**config.mk**
```make
export PLATFORM = sky130hd
export DESIGN_NAME = ramReadWriteArbiter
export DESIGN_NICKNAME = d
export VERILOG_FILES = /design/src/hw/ufiBusPkg.sv /design/src/hw/ramPkg.sv /design/src/hw/ramReadWriteArbiter.sv /design/src/hw/syncFifo.sv
export SDC_FILE = /design/constraint.sdc
export NUM_CORES = 2
export LEC_CHECK = 0
export BUFFER_PORTS_ARGS = -buffer_cell sky130_fd_sc_hd__buf_2
export CELL_PAD_IN_SITES_DETAIL_PLACEMENT = 0
export CELL_PAD_IN_SITES_GLOBAL_PLACEMENT = 1
export CORE_MARGIN = 3
export CORE_UTILIZATION = 55
export CTS_CLUSTER_DIAMETER = 60
export DETAILED_ROUTE_END_ITERATION = 6
export GPL_TIMING_DRIVEN = 0
export PLACE_DENSITY = 0.83
export SYNTH_ARGS = -nofsm -noshare
export SYNTH_HDL_FRONTEND = slang
export SYNTH_SLANG_ARGS = --single-unit
```
**constraint.sdc**
```tcl
create_clock -name iCLK -period 4.5 [get_ports iCLK]
set_input_delay 0.225 -clock iCLK [delete_from_list [all_inputs] [get_ports iCLK]]
set_output_delay 0.225 -clock iCLK [all_outputs]
set_load 0.05 [all_outputs]
```
**src/hw/ufiBusPkg.sv**
```systemverilog
/*
 * Word bus definitions shared by the arbiter, RAM port unit and top.
 * Address bit 29 is reserved and carried through unchanged.
 * The enable bit doubles as the strobe on requests and the valid bit on responses.
 */
`default_nettype none

package ufiBusPkg;

	// ----------------------------------------------------------
	// Word widths
	// ----------------------------------------------------------

	// Data word on both directions
	localparam int UFI_DQ_WIDTH = 16;

	// Full address word including control bits
	localparam int UFI_ADRS_WIDTH = 32;

	// Block select field, bits 28 to 25
	localparam int UFI_BLOCK_ID_WIDTH = 4;

	// RAM word address field, bits 24 to 0
	localparam int UFI_RAM_ADRS_WIDTH = 25;

	// ----------------------------------------------------------
	// Command opcode and address layout
	// ----------------------------------------------------------

	// Bit 30 of the address word
	typedef enum logic {
		UFI_WRITE = 1'b0,
		UFI_READ  = 1'b1
	} ufiCmd_e;

	// MSB first, matches the bit assignment of the address word
	typedef struct packed {
		logic                          enable;
		ufiCmd_e                       cmd;
		logic                          reserved;
		logic [UFI_BLOCK_ID_WIDTH-1:0] blockId;
		logic [UFI_RAM_ADRS_WIDTH-1:0] ramAdrs;
	} ufiAdrs_t;

	// Master to slave, one strobe per command
	typedef struct packed {
		ufiAdrs_t                adrs;
		logic [UFI_DQ_WIDTH-1:0] wd;
	} ufiReq_t;

	// Slave to master, adrs.enable marks a valid read word
	typedef struct packed {
		ufiAdrs_t                adrs;
		logic [UFI_DQ_WIDTH-1:0] rd;
	} ufiRsp_t;

endpackage

`default_nettype wire
```
**src/hw/ramPkg.sv**
```systemverilog
/*
 * RAM side command and response records.
 * Commands arrive in bus order, one per cycle at most.
 */
`default_nettype none

package ramPkg;

	import ufiBusPkg::*;

	// ----------------------------------------------------------
	// Arbiter to RAM port unit
	// ----------------------------------------------------------

	// Popped from the write FIFO pair
	// adrs.enable is the FIFO read valid
	typedef struct packed {
		ufiAdrs_t                adrs;
		logic [UFI_DQ_WIDTH-1:0] wd;
	} ramCmd_t;

	// ----------------------------------------------------------
	// RAM port unit to arbiter
	// ----------------------------------------------------------

	// One we pulse per read command
	typedef struct packed {
		logic                    we;
		logic [UFI_DQ_WIDTH-1:0] dq;
	} ramRsp_t;

endpackage

`default_nettype wire

```
**src/hw/ramReadWriteArbiter.sv**
```systemverilog
/*
 * Queues bus commands toward the RAM and rejoins read data with its address.
 * No back-pressure on responses, the master must honor ufiRdy before a strobe.
 * Read data must return in command order, one word per read.
 */
`default_nettype none
`timescale 1ns/1ns

module ramReadWriteArbiter #(
	parameter int pFifoDepth = 16
)(
	input  wire                      iCLK,
	input  wire                      rstN,
	input  wire ufiBusPkg::ufiReq_t  ufiReq,
	output logic                     ufiRdy,
	output ufiBusPkg::ufiRsp_t       ufiRsp,
	output ramPkg::ramCmd_t          ramCmd,
	input  wire ramPkg::ramRsp_t     ramRsp
);

	import ufiBusPkg::*;

	// Address word minus the enable bit
	localparam int lpAdrsBodyW = UFI_ADRS_WIDTH - 1;

	// ----------------------------------------------------------
	// Write side FIFO pair
	// ----------------------------------------------------------
	logic                   wrDqFull;
	logic                   wrAdrsFull;
	logic                   wrDqEmp;
	logic                   wrPop;
	logic                   wrAdrsRvd;
	logic [lpAdrsBodyW-1:0] wrAdrsRd;

	// Drain toward the RAM whenever anything is queued
	assign wrPop = ~wrDqEmp;

	syncFifo #(
		.pFifoDepth(pFifoDepth),
		.pWidth(UFI_DQ_WIDTH)
	) wrDqFifo (
		.iCLK(iCLK),
		.rstN(rstN),
		.wd(ufiReq.wd),
		.we(ufiReq.adrs.enable),
		.full(wrDqFull),
		.rd(ramCmd.wd),
		.re(wrPop),
		.rvd(),
		.emp(wrDqEmp)
	);

	syncFifo #(
		.pFifoDepth(pFifoDepth),
		.pWidth(lpAdrsBodyW)
	) wrAdrsFifo (
		.iCLK(iCLK),
		.rstN(rstN),
		.wd(ufiReq.adrs[lpAdrsBodyW-1:0]),
		.we(ufiReq.adrs.enable),
		.full(wrAdrsFull),
		.rd(wrAdrsRd),
		.re(wrPop),
		.rvd(wrAdrsRvd),
		.emp()
	);

	// Read valid takes the place of the enable bit
	assign ramCmd.adrs = ufiAdrs_t'({wrAdrsRvd, wrAdrsRd});

	// ----------------------------------------------------------
	// Read side FIFO pair
	// ----------------------------------------------------------
	logic                   rdDqFull;
	logic                   rdAdrsFull;
	logic                   rdDqEmp;
	logic                   rdAdrsEmp;
	logic                   rdPop;
	logic                   rdAdrsPush;
	logic                   rdDqRvd;
	logic [lpAdrsBodyW-1:0] rdAdrsRd;

	// Only reads wait for a data word
	assign rdAdrsPush = ufiReq.adrs.enable && (ufiReq.adrs.cmd == UFI_READ);
	// Address is always queued before its data returns
	assign rdPop      = ~rdDqEmp;

	syncFifo #(
		.pFifoDepth(pFifoDepth),
		.pWidth(UFI_DQ_WIDTH)
	) rdDqFifo (
		.iCLK(iCLK),
		.rstN(rstN),
		.wd(ramRsp.dq),
		.we(ramRsp.we),
		.full(rdDqFull),
		.rd(ufiRsp.rd),
		.re(rdPop),
		.rvd(rdDqRvd),
		.emp(rdDqEmp)
	);

	syncFifo #(
		.pFifoDepth(pFifoDepth),
		.pWidth(lpAdrsBodyW)
	) rdAdrsFifo (
		.iCLK(iCLK),
		.rstN(rstN),
		.wd(ufiReq.adrs[lpAdrsBodyW-1:0]),
		.we(rdAdrsPush),
		.full(rdAdrsFull),
		.rd(rdAdrsRd),
		.re(rdPop),
		.rvd(),
		.emp(rdAdrsEmp)
	);

	assign ufiRsp.adrs = ufiAdrs_t'({rdDqRvd, rdAdrsRd});

	// Any full FIFO holds off the master
	assign ufiRdy = ~|{wrDqFull, wrAdrsFull, rdDqFull, rdAdrsFull};

	// ----------------------------------------------------------
	// Checks
	// ----------------------------------------------------------
	assert property (@(posedge iCLK) disable iff (!rstN) ufiReq.adrs.enable |-> ufiRdy)
		else $error("Bus strobe while ufiRdy low");

	// Returned data without a queued read address means an extra RAM response
	assert property (@(posedge iCLK) disable iff (!rstN) !rdDqEmp |-> !rdAdrsEmp)
		else $error("Read data with no pending read address");

endmodule

`default_nettype wire

```
**src/hw/syncFifo.sv**
```systemverilog
/*
 * Single clock FIFO, pFifoDepth must be a power of two.
 * rd and rvd update one cycle after a pop. full is a registered level.
 * No overflow or underflow protection, callers watch full and emp.
 */
`default_nettype none
`timescale 1ns/1ns

module syncFifo #(
	parameter int pFifoDepth = 16,
	parameter int pWidth     = 16
)(
	input  wire              iCLK,
	input  wire              rstN,
	input  wire [pWidth-1:0] wd,
	input  wire              we,
	output logic             full,
	output logic [pWidth-1:0] rd,
	input  wire              re,
	output logic             rvd,
	output logic             emp
);

	localparam int lpPtrW = $clog2(pFifoDepth);
	localparam int lpCntW = $clog2(pFifoDepth + 1);

	// ----------------------------------------------------------
	// Storage and pointers
	// ----------------------------------------------------------
	logic [pWidth-1:0] mem [pFifoDepth];
	logic [lpPtrW-1:0] wrPtr;
	logic [lpPtrW-1:0] rdPtr;
	logic [lpCntW-1:0] count;
	logic [lpCntW-1:0] countNext;

	// Occupancy after this edge
	always_comb
	begin
		case ({we, re})
			2'b10:   countNext = count + 1'b1;
			2'b01:   countNext = count - 1'b1;
			default: countNext = count;
		endcase
	end

	always_ff @(posedge iCLK or negedge rstN)
	begin
		if (!rstN)
		begin
			wrPtr <= '0;
			rdPtr <= '0;
			count <= '0;
			full  <= 1'b0;
			rvd   <= 1'b0;
		end
		else
		begin
			// Pointers wrap naturally at a power of two depth
			if (we)
				wrPtr <= wrPtr + 1'b1;
			if (re)
				rdPtr <= rdPtr + 1'b1;
			count <= countNext;
			full  <= (countNext == lpCntW'(pFifoDepth));
			// Valid pulse trails the pop by one cycle
			rvd   <= re;
		end
	end

	// Write port
	always_ff @(posedge iCLK)
	begin
		if (we)
			mem[wrPtr] <= wd;
	end

	// Registered read port, holds last popped word
	always_ff @(posedge iCLK)
	begin
		if (re)
			rd <= mem[rdPtr];
	end

	// Count is registered, so emp only drops after the push edge
	assign emp = (count == '0);

	// ----------------------------------------------------------
	// Checks
	// ----------------------------------------------------------
	assert property (@(posedge iCLK) disable iff (!rstN) !(we && full))
		else $error("syncFifo push while full");

	assert property (@(posedge iCLK) disable iff (!rstN) !(re && emp))
		else $error("syncFifo pop while empty");

endmodule

`default_nettype wire

```
Word-level counts from Yosys, hierarchy flattened
Memory sizes are Yosys's and may differ from the RTL's. A register that Yosys moved wholly into a read port is not among the register bits.
Index checks and enable logic that the tools add are counted.
Cells by class
  eq/ne operators: 10
  muxes and demuxes: 10
  bitwise operators: 2
  add/sub/neg operators: 16
  reductions and logical operators: 9
Operators with widths (count)
  5-bit case mux with 2 select lines: 4
  4-bit by 1-bit adder with 4-bit output, second input constant: 8
  5-bit by 1-bit adder with 5-bit output, second input constant: 4
  5-bit == test, second input constant: 4
  5-bit by 1-bit subtractor with 5-bit output, second input constant: 4
  5-bit zero test: 2
  2-bit by 1-bit == test with 1-bit output, second input constant: 3
  2-bit == test, second input constant: 3
  1-bit 2-to-1 mux: 6
  1-bit zero test: 5
  4-bit OR reduction: 1
  1-bit NOT: 2
  1-bit logical AND: 1
Word-level totals
  output and inout bits: 97
  RAM bits: 1504
  register bits: 58
  memories kept: 4
  word-level logic and storage cells: 69
  input port bits: 67
Memories
  rdAdrsFifo.mem: words 16, bits a word 31, read ports 1, clocked after Yosys merged registers in 1, write ports 1, RTL line syncFifo.sv:30  | logic [pWidth-1:0] mem [pFifoDepth];
  wrAdrsFifo.mem: words 16, bits a word 31, read ports 1, clocked after Yosys merged registers in 1, write ports 1, RTL line syncFifo.sv:30
  rdDqFifo.mem: words 16, bits a word 16, read ports 1, clocked after Yosys merged registers in 1, write ports 1, RTL line syncFifo.sv:30
  wrDqFifo.mem: words 16, bits a word 16, read ports 1, clocked after Yosys merged registers in 1, write ports 1, RTL line syncFifo.sv:30

Longest topological paths before layout
  depth after elaboration: 5
  depth in mapped cells: 11
  mapped depth without buffers: 10

Cells and area by module
A second synthesis with hierarchy kept.
Second synthesis, totals
  cells, all modules: 2558
  area total of the unflattened synthesis: 63017.9 um^2
By module, submodules not included
  syncFifo (rdAdrsFifo ...): seq. area each 16200.5 um^2, cells an instance 811, area an instance 20392.1 um^2, instances 2
  syncFifo (wrDqFifo): seq. area each 8543.2 um^2, cells an instance 466, area an instance 11133.2 um^2, instances 1
  syncFifo (rdDqFifo): seq. area each 8543.2 um^2, cells an instance 464, area an instance 11059.4 um^2, instances 1
  ramReadWriteArbiter: seq. area each 0.0 um^2, cells an instance 6, area an instance 41.3 um^2, instances 1

Worst setup path before layout
OpenSTA, ideal clock, no wires.
  kind: register -> register
  start point: register wrDqFifo.count[0]
  end point: register wrDqFifo.full
  stages on the path, launching flop included: 11
  arrival: 3.607 ns
  period minus slack after synthesis: 3.701 ns
  path buffers: 1
  path slack: 0.799 ns
  library setup time: 0.094 ns
  required time: 4.406 ns
  path through: dfrtp_1 nor3_1 nand2_1 ha_1 buf_2 xor2_1 ha_1 o21ai_0 a22oi_1 or3_1 a211oi_1
Between the ends
  word-level cells in the longest chain between the ends: 5
  elaborated cells between the ends (all ways): 8
  those cells by class: 2 x add/sub; 3 x eq/ne; 1 x mux; 1 x bitwise; 1 x reduce/logical
RTL lines
  from (decl): RTL line syncFifo.sv:33  | logic [lpCntW-1:0] count;
  from (signal assigned): RTL line syncFifo.sv:63  | count <= countNext;
  5-bit zero test (*): RTL line syncFifo.sv:85  | assign emp = (count == '0);
  1-bit NOT (*): RTL line ramReadWriteArbiter.sv:37  | assign wrPop = ~wrDqEmp;
  net wrAdrsFifo.re: RTL line syncFifo.sv:19  | input wire re,
  2-bit by 1-bit == test with 1-bit output / 2-bit == test (equally long branches): RTL line syncFifo.sv:39  | case ({we, re})
  5-bit case mux with 2 select lines (*): RTL line syncFifo.sv:39
  5-bit == test (*): RTL line syncFifo.sv:64  | full <= (countNext == lpCntW'(pFifoDepth));
  to (signal assigned): RTL line syncFifo.sv:64
  to (decl): RTL line syncFifo.sv:17  | output logic full,
Mark *: on every way through the listed nets, which the timed path passes. The rest lies on a longest branch.
A chain may end at the register's enable or synchronous reset.

Worst setup path after layout
Same ends and word-level chain as after synthesis.

==> impl_metrics.xml <==
<?xml version="1.0" encoding="UTF-8"?>
<metrics>
  <group name="worst_setup_path">
    <metric name="crit_arrival" unit="ps">4220</metric>
    <metric name="criticalPathCategory" unit="">register to register</metric>
    <metric name="worstPathRequired" unit="ps">5160</metric>
    <metric name="setup.worst_path.end_class" unit="">register</metric>
    <metric name="setup.reg_to_reg.worst_slack" unit="ps">950</metric>
    <metric name="timing.critical_path.fanout_max" unit="">36</metric>
    <metric name="timing.critical_path.from_type" unit="">register</metric>
  </group>
  <group name="logic_synthesis">
    <metric name="yosys.area_share.simple" unit="%">1.42</metric>
    <metric name="synth_fa_ha_area_share" unit="%">0.669</metric>
    <metric name="synthesized_area_fraction_occupied_by_ao_oa_aoi_and_oai_cells" unit="%">1.16</metric>
    <metric name="synthXorXnorAreaFrac" unit="%">0.613</metric>
    <metric name="syn-instance-count" unit="">2655</metric>
    <metric name="synth_top_family_by_area" unit="">multiplexers</metric>
    <metric name="syn-mean-instance-area" unit="µm²">23.7</metric>
    <metric name="synth-edff-count" unit="">1598</metric>
    <metric name="synth.yosys.seq_area_share" unit="%">78.6</metric>
    <metric name="yosys.cell_types.count" unit="">49</metric>
    <metric name="synthesis.nets" unit="">2755</metric>
    <metric name="synth.mux.area_fraction" unit="%">16.3</metric>
    <metric name="async_reset_ff_share" unit="%">3.50</metric>
    <metric name="cell_area_after_technology_mapping" unit="µm²">62900</metric>
    <metric name="synth_top_flop_cell" unit="">sky130_fd_sc_hd__edfxtp_1</metric>
    <metric name="yosys_register_bits" unit="">1656</metric>
    <metric name="yosys_synthesis_warning_count" unit="">0</metric>
  </group>
  <group name="sta">
    <metric name="worst_clock_skew" unit="ps">34.2</metric>
    <metric name="finalSetupTns" unit="ps">0</metric>
    <metric name="worst_pin_slew" unit="ps">1160</metric>
    <metric name="finalWorstPathRequiredPeriod" unit="ps">3550</metric>
    <metric name="setup_violations" unit="">0</metric>
    <metric name="maxSlewHeadroom" unit="%">22.8</metric>
    <metric name="period_share" unit="%">78.9</metric>
    <metric name="max_freq" unit="GHz">0.282</metric>
    <metric name="timing.final.hold_violations" unit="">0</metric>
    <metric name="report.final.slew_viol_count" unit="">0</metric>
    <metric name="rsz_0062_raised_after_global_routing" unit="">no</metric>
  </group>
  <group name="placed_design">
    <metric name="port-buffer-count" unit="">162</metric>
    <metric name="place.gp.congestion" unit="">0.795</metric>
    <metric name="dp_hpwl" unit="mm">84.6</metric>
  </group>
  <group name="drt">
    <metric name="routed_wire_length" unit="mm">142</metric>
    <metric name="initialDrtViolationCount" unit="">3369</metric>
    <metric name="drt.antenna.violating_nets" unit="">0</metric>
    <metric name="avgRoutedWirePerCell" unit="µm">30.0</metric>
    <metric name="vias_after_detailed_routing" unit="">29800</metric>
    <metric name="drt_first_pass_iters" unit="">6</metric>
    <metric name="vias_per_inst" unit="">6.29</metric>
    <metric name="final_routed_drc_violation_total" unit="">0</metric>
  </group>
  <group name="run">
    <metric name="max_cap_violations" unit="">0</metric>
  </group>
  <group name="power_and_ir_drop">
    <metric name="p_leak" unit="nW">23.8</metric>
    <metric name="power.ir.vdd_worst" unit="µV">566</metric>
    <metric name="power.density" unit="nW/µm²">655</metric>
    <metric name="power" unit="mW">47.7</metric>
  </group>
  <group name="final_layout">
    <metric name="final_core_utilization" unit="%">64.4</metric>
    <metric name="fraction_of_layout_instances_using_a_drive_strength_above_1" unit="%">30.8</metric>
    <metric name="layout.cells.most_common" unit="">sky130_fd_sc_hd__edfxtp_1</metric>
    <metric name="fin_nets" unit="">3201</metric>
    <metric name="layout-area-overhead-vs-synth" unit="%">15.7</metric>
    <metric name="layout_common_cells" unit="">sky130_fd_sc_hd__edfxtp_1, sky130_fd_sc_hd__mux4_2, sky130_fd_sc_hd__buf_2, sky130_fd_sc_hd__clkbuf_16, sky130_fd_sc_hd__clkbuf_1</metric>
    <metric name="fill_cells" unit="">7156</metric>
  </group>
  <group name="floorplanning">
    <metric name="design.core.area" unit="µm²">113000</metric>
    <metric name="floorplan.die.width" unit="µm">344</metric>
    <metric name="initial_utilization" unit="%">55.7</metric>
    <metric name="die_area" unit="µm²">118000</metric>
    <metric name="rows" unit="">123</metric>
    <metric name="ioPinCount" unit="">164</metric>
    <metric name="fp.dieH" unit="µm">344</metric>
  </group>
  <group name="clock_tree">
    <metric name="tritoncts" unit="">done</metric>
    <metric name="clock_tree.htree_level_count" unit="">4</metric>
    <metric name="worst_setup_hold_path_clk_slew" unit="ps">60</metric>
    <metric name="cts-resized-gates" unit="">0</metric>
    <metric name="cts-buffers-inserted" unit="">165</metric>
    <metric name="tritoncts_num_sinks" unit="">1656</metric>
    <metric name="cts_buffer_depth" unit="">3</metric>
    <metric name="cts-root-buf" unit="">sky130_fd_sc_hd__clkbuf_16</metric>
    <metric name="clock_latency" unit="ps">780</metric>
  </group>
  <group name="grt">
    <metric name="grt_first_pass_wirelength" unit="mm">209</metric>
    <metric name="grt_max_degree" unit="">58</metric>
    <metric name="antenna_found_initial" unit="">5</metric>
    <metric name="grt_overflow_total" unit="">0</metric>
    <metric name="grt_pass1_vias" unit="">31500</metric>
    <metric name="grt_use_total" unit="%">24.5</metric>
  </group>
  <group name="worst_hold_path">
    <metric name="timing.hold.worst.class" unit="">input pin to asynchronous set/reset pin</metric>
  </group>
  <group name="run_status">
    <metric name="outcome" unit="">finished, final reports clean</metric>
  </group>
</metrics>
==> sequential cells by signal, summed over array words and instances, names as in the netlist, 16 cells and up <==
signal and flops:
rdAdrsFifo.mem 496, rdAdrsFifo.rd 31, rdDqFifo.mem 256, rdDqFifo.rd 16, wrAdrsFifo.mem 496, wrAdrsFifo.rd 31
wrDqFifo.mem 256, wrDqFifo.rd 16
==> worst max-delay path: stages (launching register included) <==
cell,delay (ps)
sky130_fd_sc_hd__dfrtp_1,450
sky130_fd_sc_hd__nor3_1,340
sky130_fd_sc_hd__nand2_4,320
sky130_fd_sc_hd__buf_16,310
sky130_fd_sc_hd__ha_1,320
sky130_fd_sc_hd__buf_2,220
sky130_fd_sc_hd__xor2_1,160
sky130_fd_sc_hd__ha_1,220
sky130_fd_sc_hd__o21ai_0,330
sky130_fd_sc_hd__a22oi_1,170
sky130_fd_sc_hd__or3_1,350
sky130_fd_sc_hd__a211oi_1,250
==> through the flow <==
step	cells	hold slack (ps)	area [µm²]	setup WS [ps]
2_1_floorplan	2655	-70.6	62900	799
3_3_place_gp	4317	453	65600	-914
3_5_place_dp	4368	35.5	66600	1020
4_1_cts	4736	12.2	72700	1000
5_1_grt	4737	12.2	72700	779
6_report	4740	17.6	72700	948
==> layer usage <==
layer | part of all wire [%] | up-vias | global-route usage, % | wire [µm]
li1 | - | 12200 | - | -
met4 | 2.7 | 4 | 7.79 | 3870
met5 | 0.015 | - | 0 | 22
met2 | 52 | 1594 | 41.5 | 73900
met1 | 37 | 15800 | 32.7 | 53000
met3 | 7.9 | 295 | 4.57 | 11200
==> cell usage after synthesis (8+ instances only) <==
library cell / count / share of area [%]
sky130_fd_sc_hd__inv_1: 13 / 0.078
sky130_fd_sc_hd__nand2_1: 45 / 0.27
sky130_fd_sc_hd__a21oi_1: 27 / 0.21
sky130_fd_sc_hd__o21ai_1: 19 / 0.15
sky130_fd_sc_hd__xor2_1: 18 / 0.25
sky130_fd_sc_hd__nor2_1: 29 / 0.17
sky130_fd_sc_hd__a22oi_1: 18 / 0.21
sky130_fd_sc_hd__clkbuf_1: 47 / 0.28
sky130_fd_sc_hd__a221oi_1: 16 / 0.22
sky130_fd_sc_hd__ha_1: 32 / 0.64
sky130_fd_sc_hd__buf_1: 11 / 0.066
sky130_fd_sc_hd__buf_2: 45 / 0.36
sky130_fd_sc_hd__mux2_1: 18 / 0.32
sky130_fd_sc_hd__mux2i_1: 49 / 0.78
sky130_fd_sc_hd__dfrtp_1: 58 / 2.3
sky130_fd_sc_hd__edfxtp_1: 1598 / 76
sky130_fd_sc_hd__buf_8: 8 / 0.19
sky130_fd_sc_hd__o21ai_0: 25 / 0.20
sky130_fd_sc_hd__xnor2_1: 26 / 0.36
sky130_fd_sc_hd__and2_1: 45 / 0.45
sky130_fd_sc_hd__buf_4: 9 / 0.11
sky130_fd_sc_hd__mux4_2: 422 / 15
==> where the power goes <==
part           switching (mW)  internal, mW
sequential              0.714          19.1
combinational            8.30          5.86
clock                    5.76          7.92
total                    14.8          32.9
==> final timing paths <==
check	startpoint	endpoint	cells after the start
worst max-delay path	wrDqFifo.count[0]	wrDqFifo.full	11
min in group iCLK	ufiReq[40]	wrAdrsFifo.mem[4][24]	1
worst max register to register	wrDqFifo.count[0]	wrDqFifo.full	11
max in group asynchronous	rstN	rdDqFifo.rdPtr[3]	3
worst min-delay path	rstN	rdDqFifo.rdPtr[0]	3
worst min register to register	rdAdrsFifo.count[4]	rdAdrsFifo.count[4]	1
==> what timing repair did <==
action	CTS	global route
hold endpoints to repair	1496	0
hold buffers	66	0
setup buffers	0	0
==> logic make-up after synthesis <==
logic type	Yosys count
adders and majority gates	33
and+or+nand+nor	171
AOI/OAI and AO/OA	117
xor gates and xnor gates	44
muxes	496
DFF	1656
buffers and inverters	138
==> final cells by class <==
type                            count  area, µm²  share of cell area [%]
Clock inverter                    107       1070                    1.47
Buffer                            124        676                   0.929
Tap cell                         1500       1880                    2.58
Multi-Input combinational cell    861      12800                    17.6
Clock buffer                      195       4350                    5.98
Sequential cell                  1656      49400                    68.0
Inverter                           14       52.6                  0.0723
Antenna cell                        4       10.0                  0.0138
Timing Repair Buffer              279       2440                    3.36
Power figures use the tool's default switching activity.
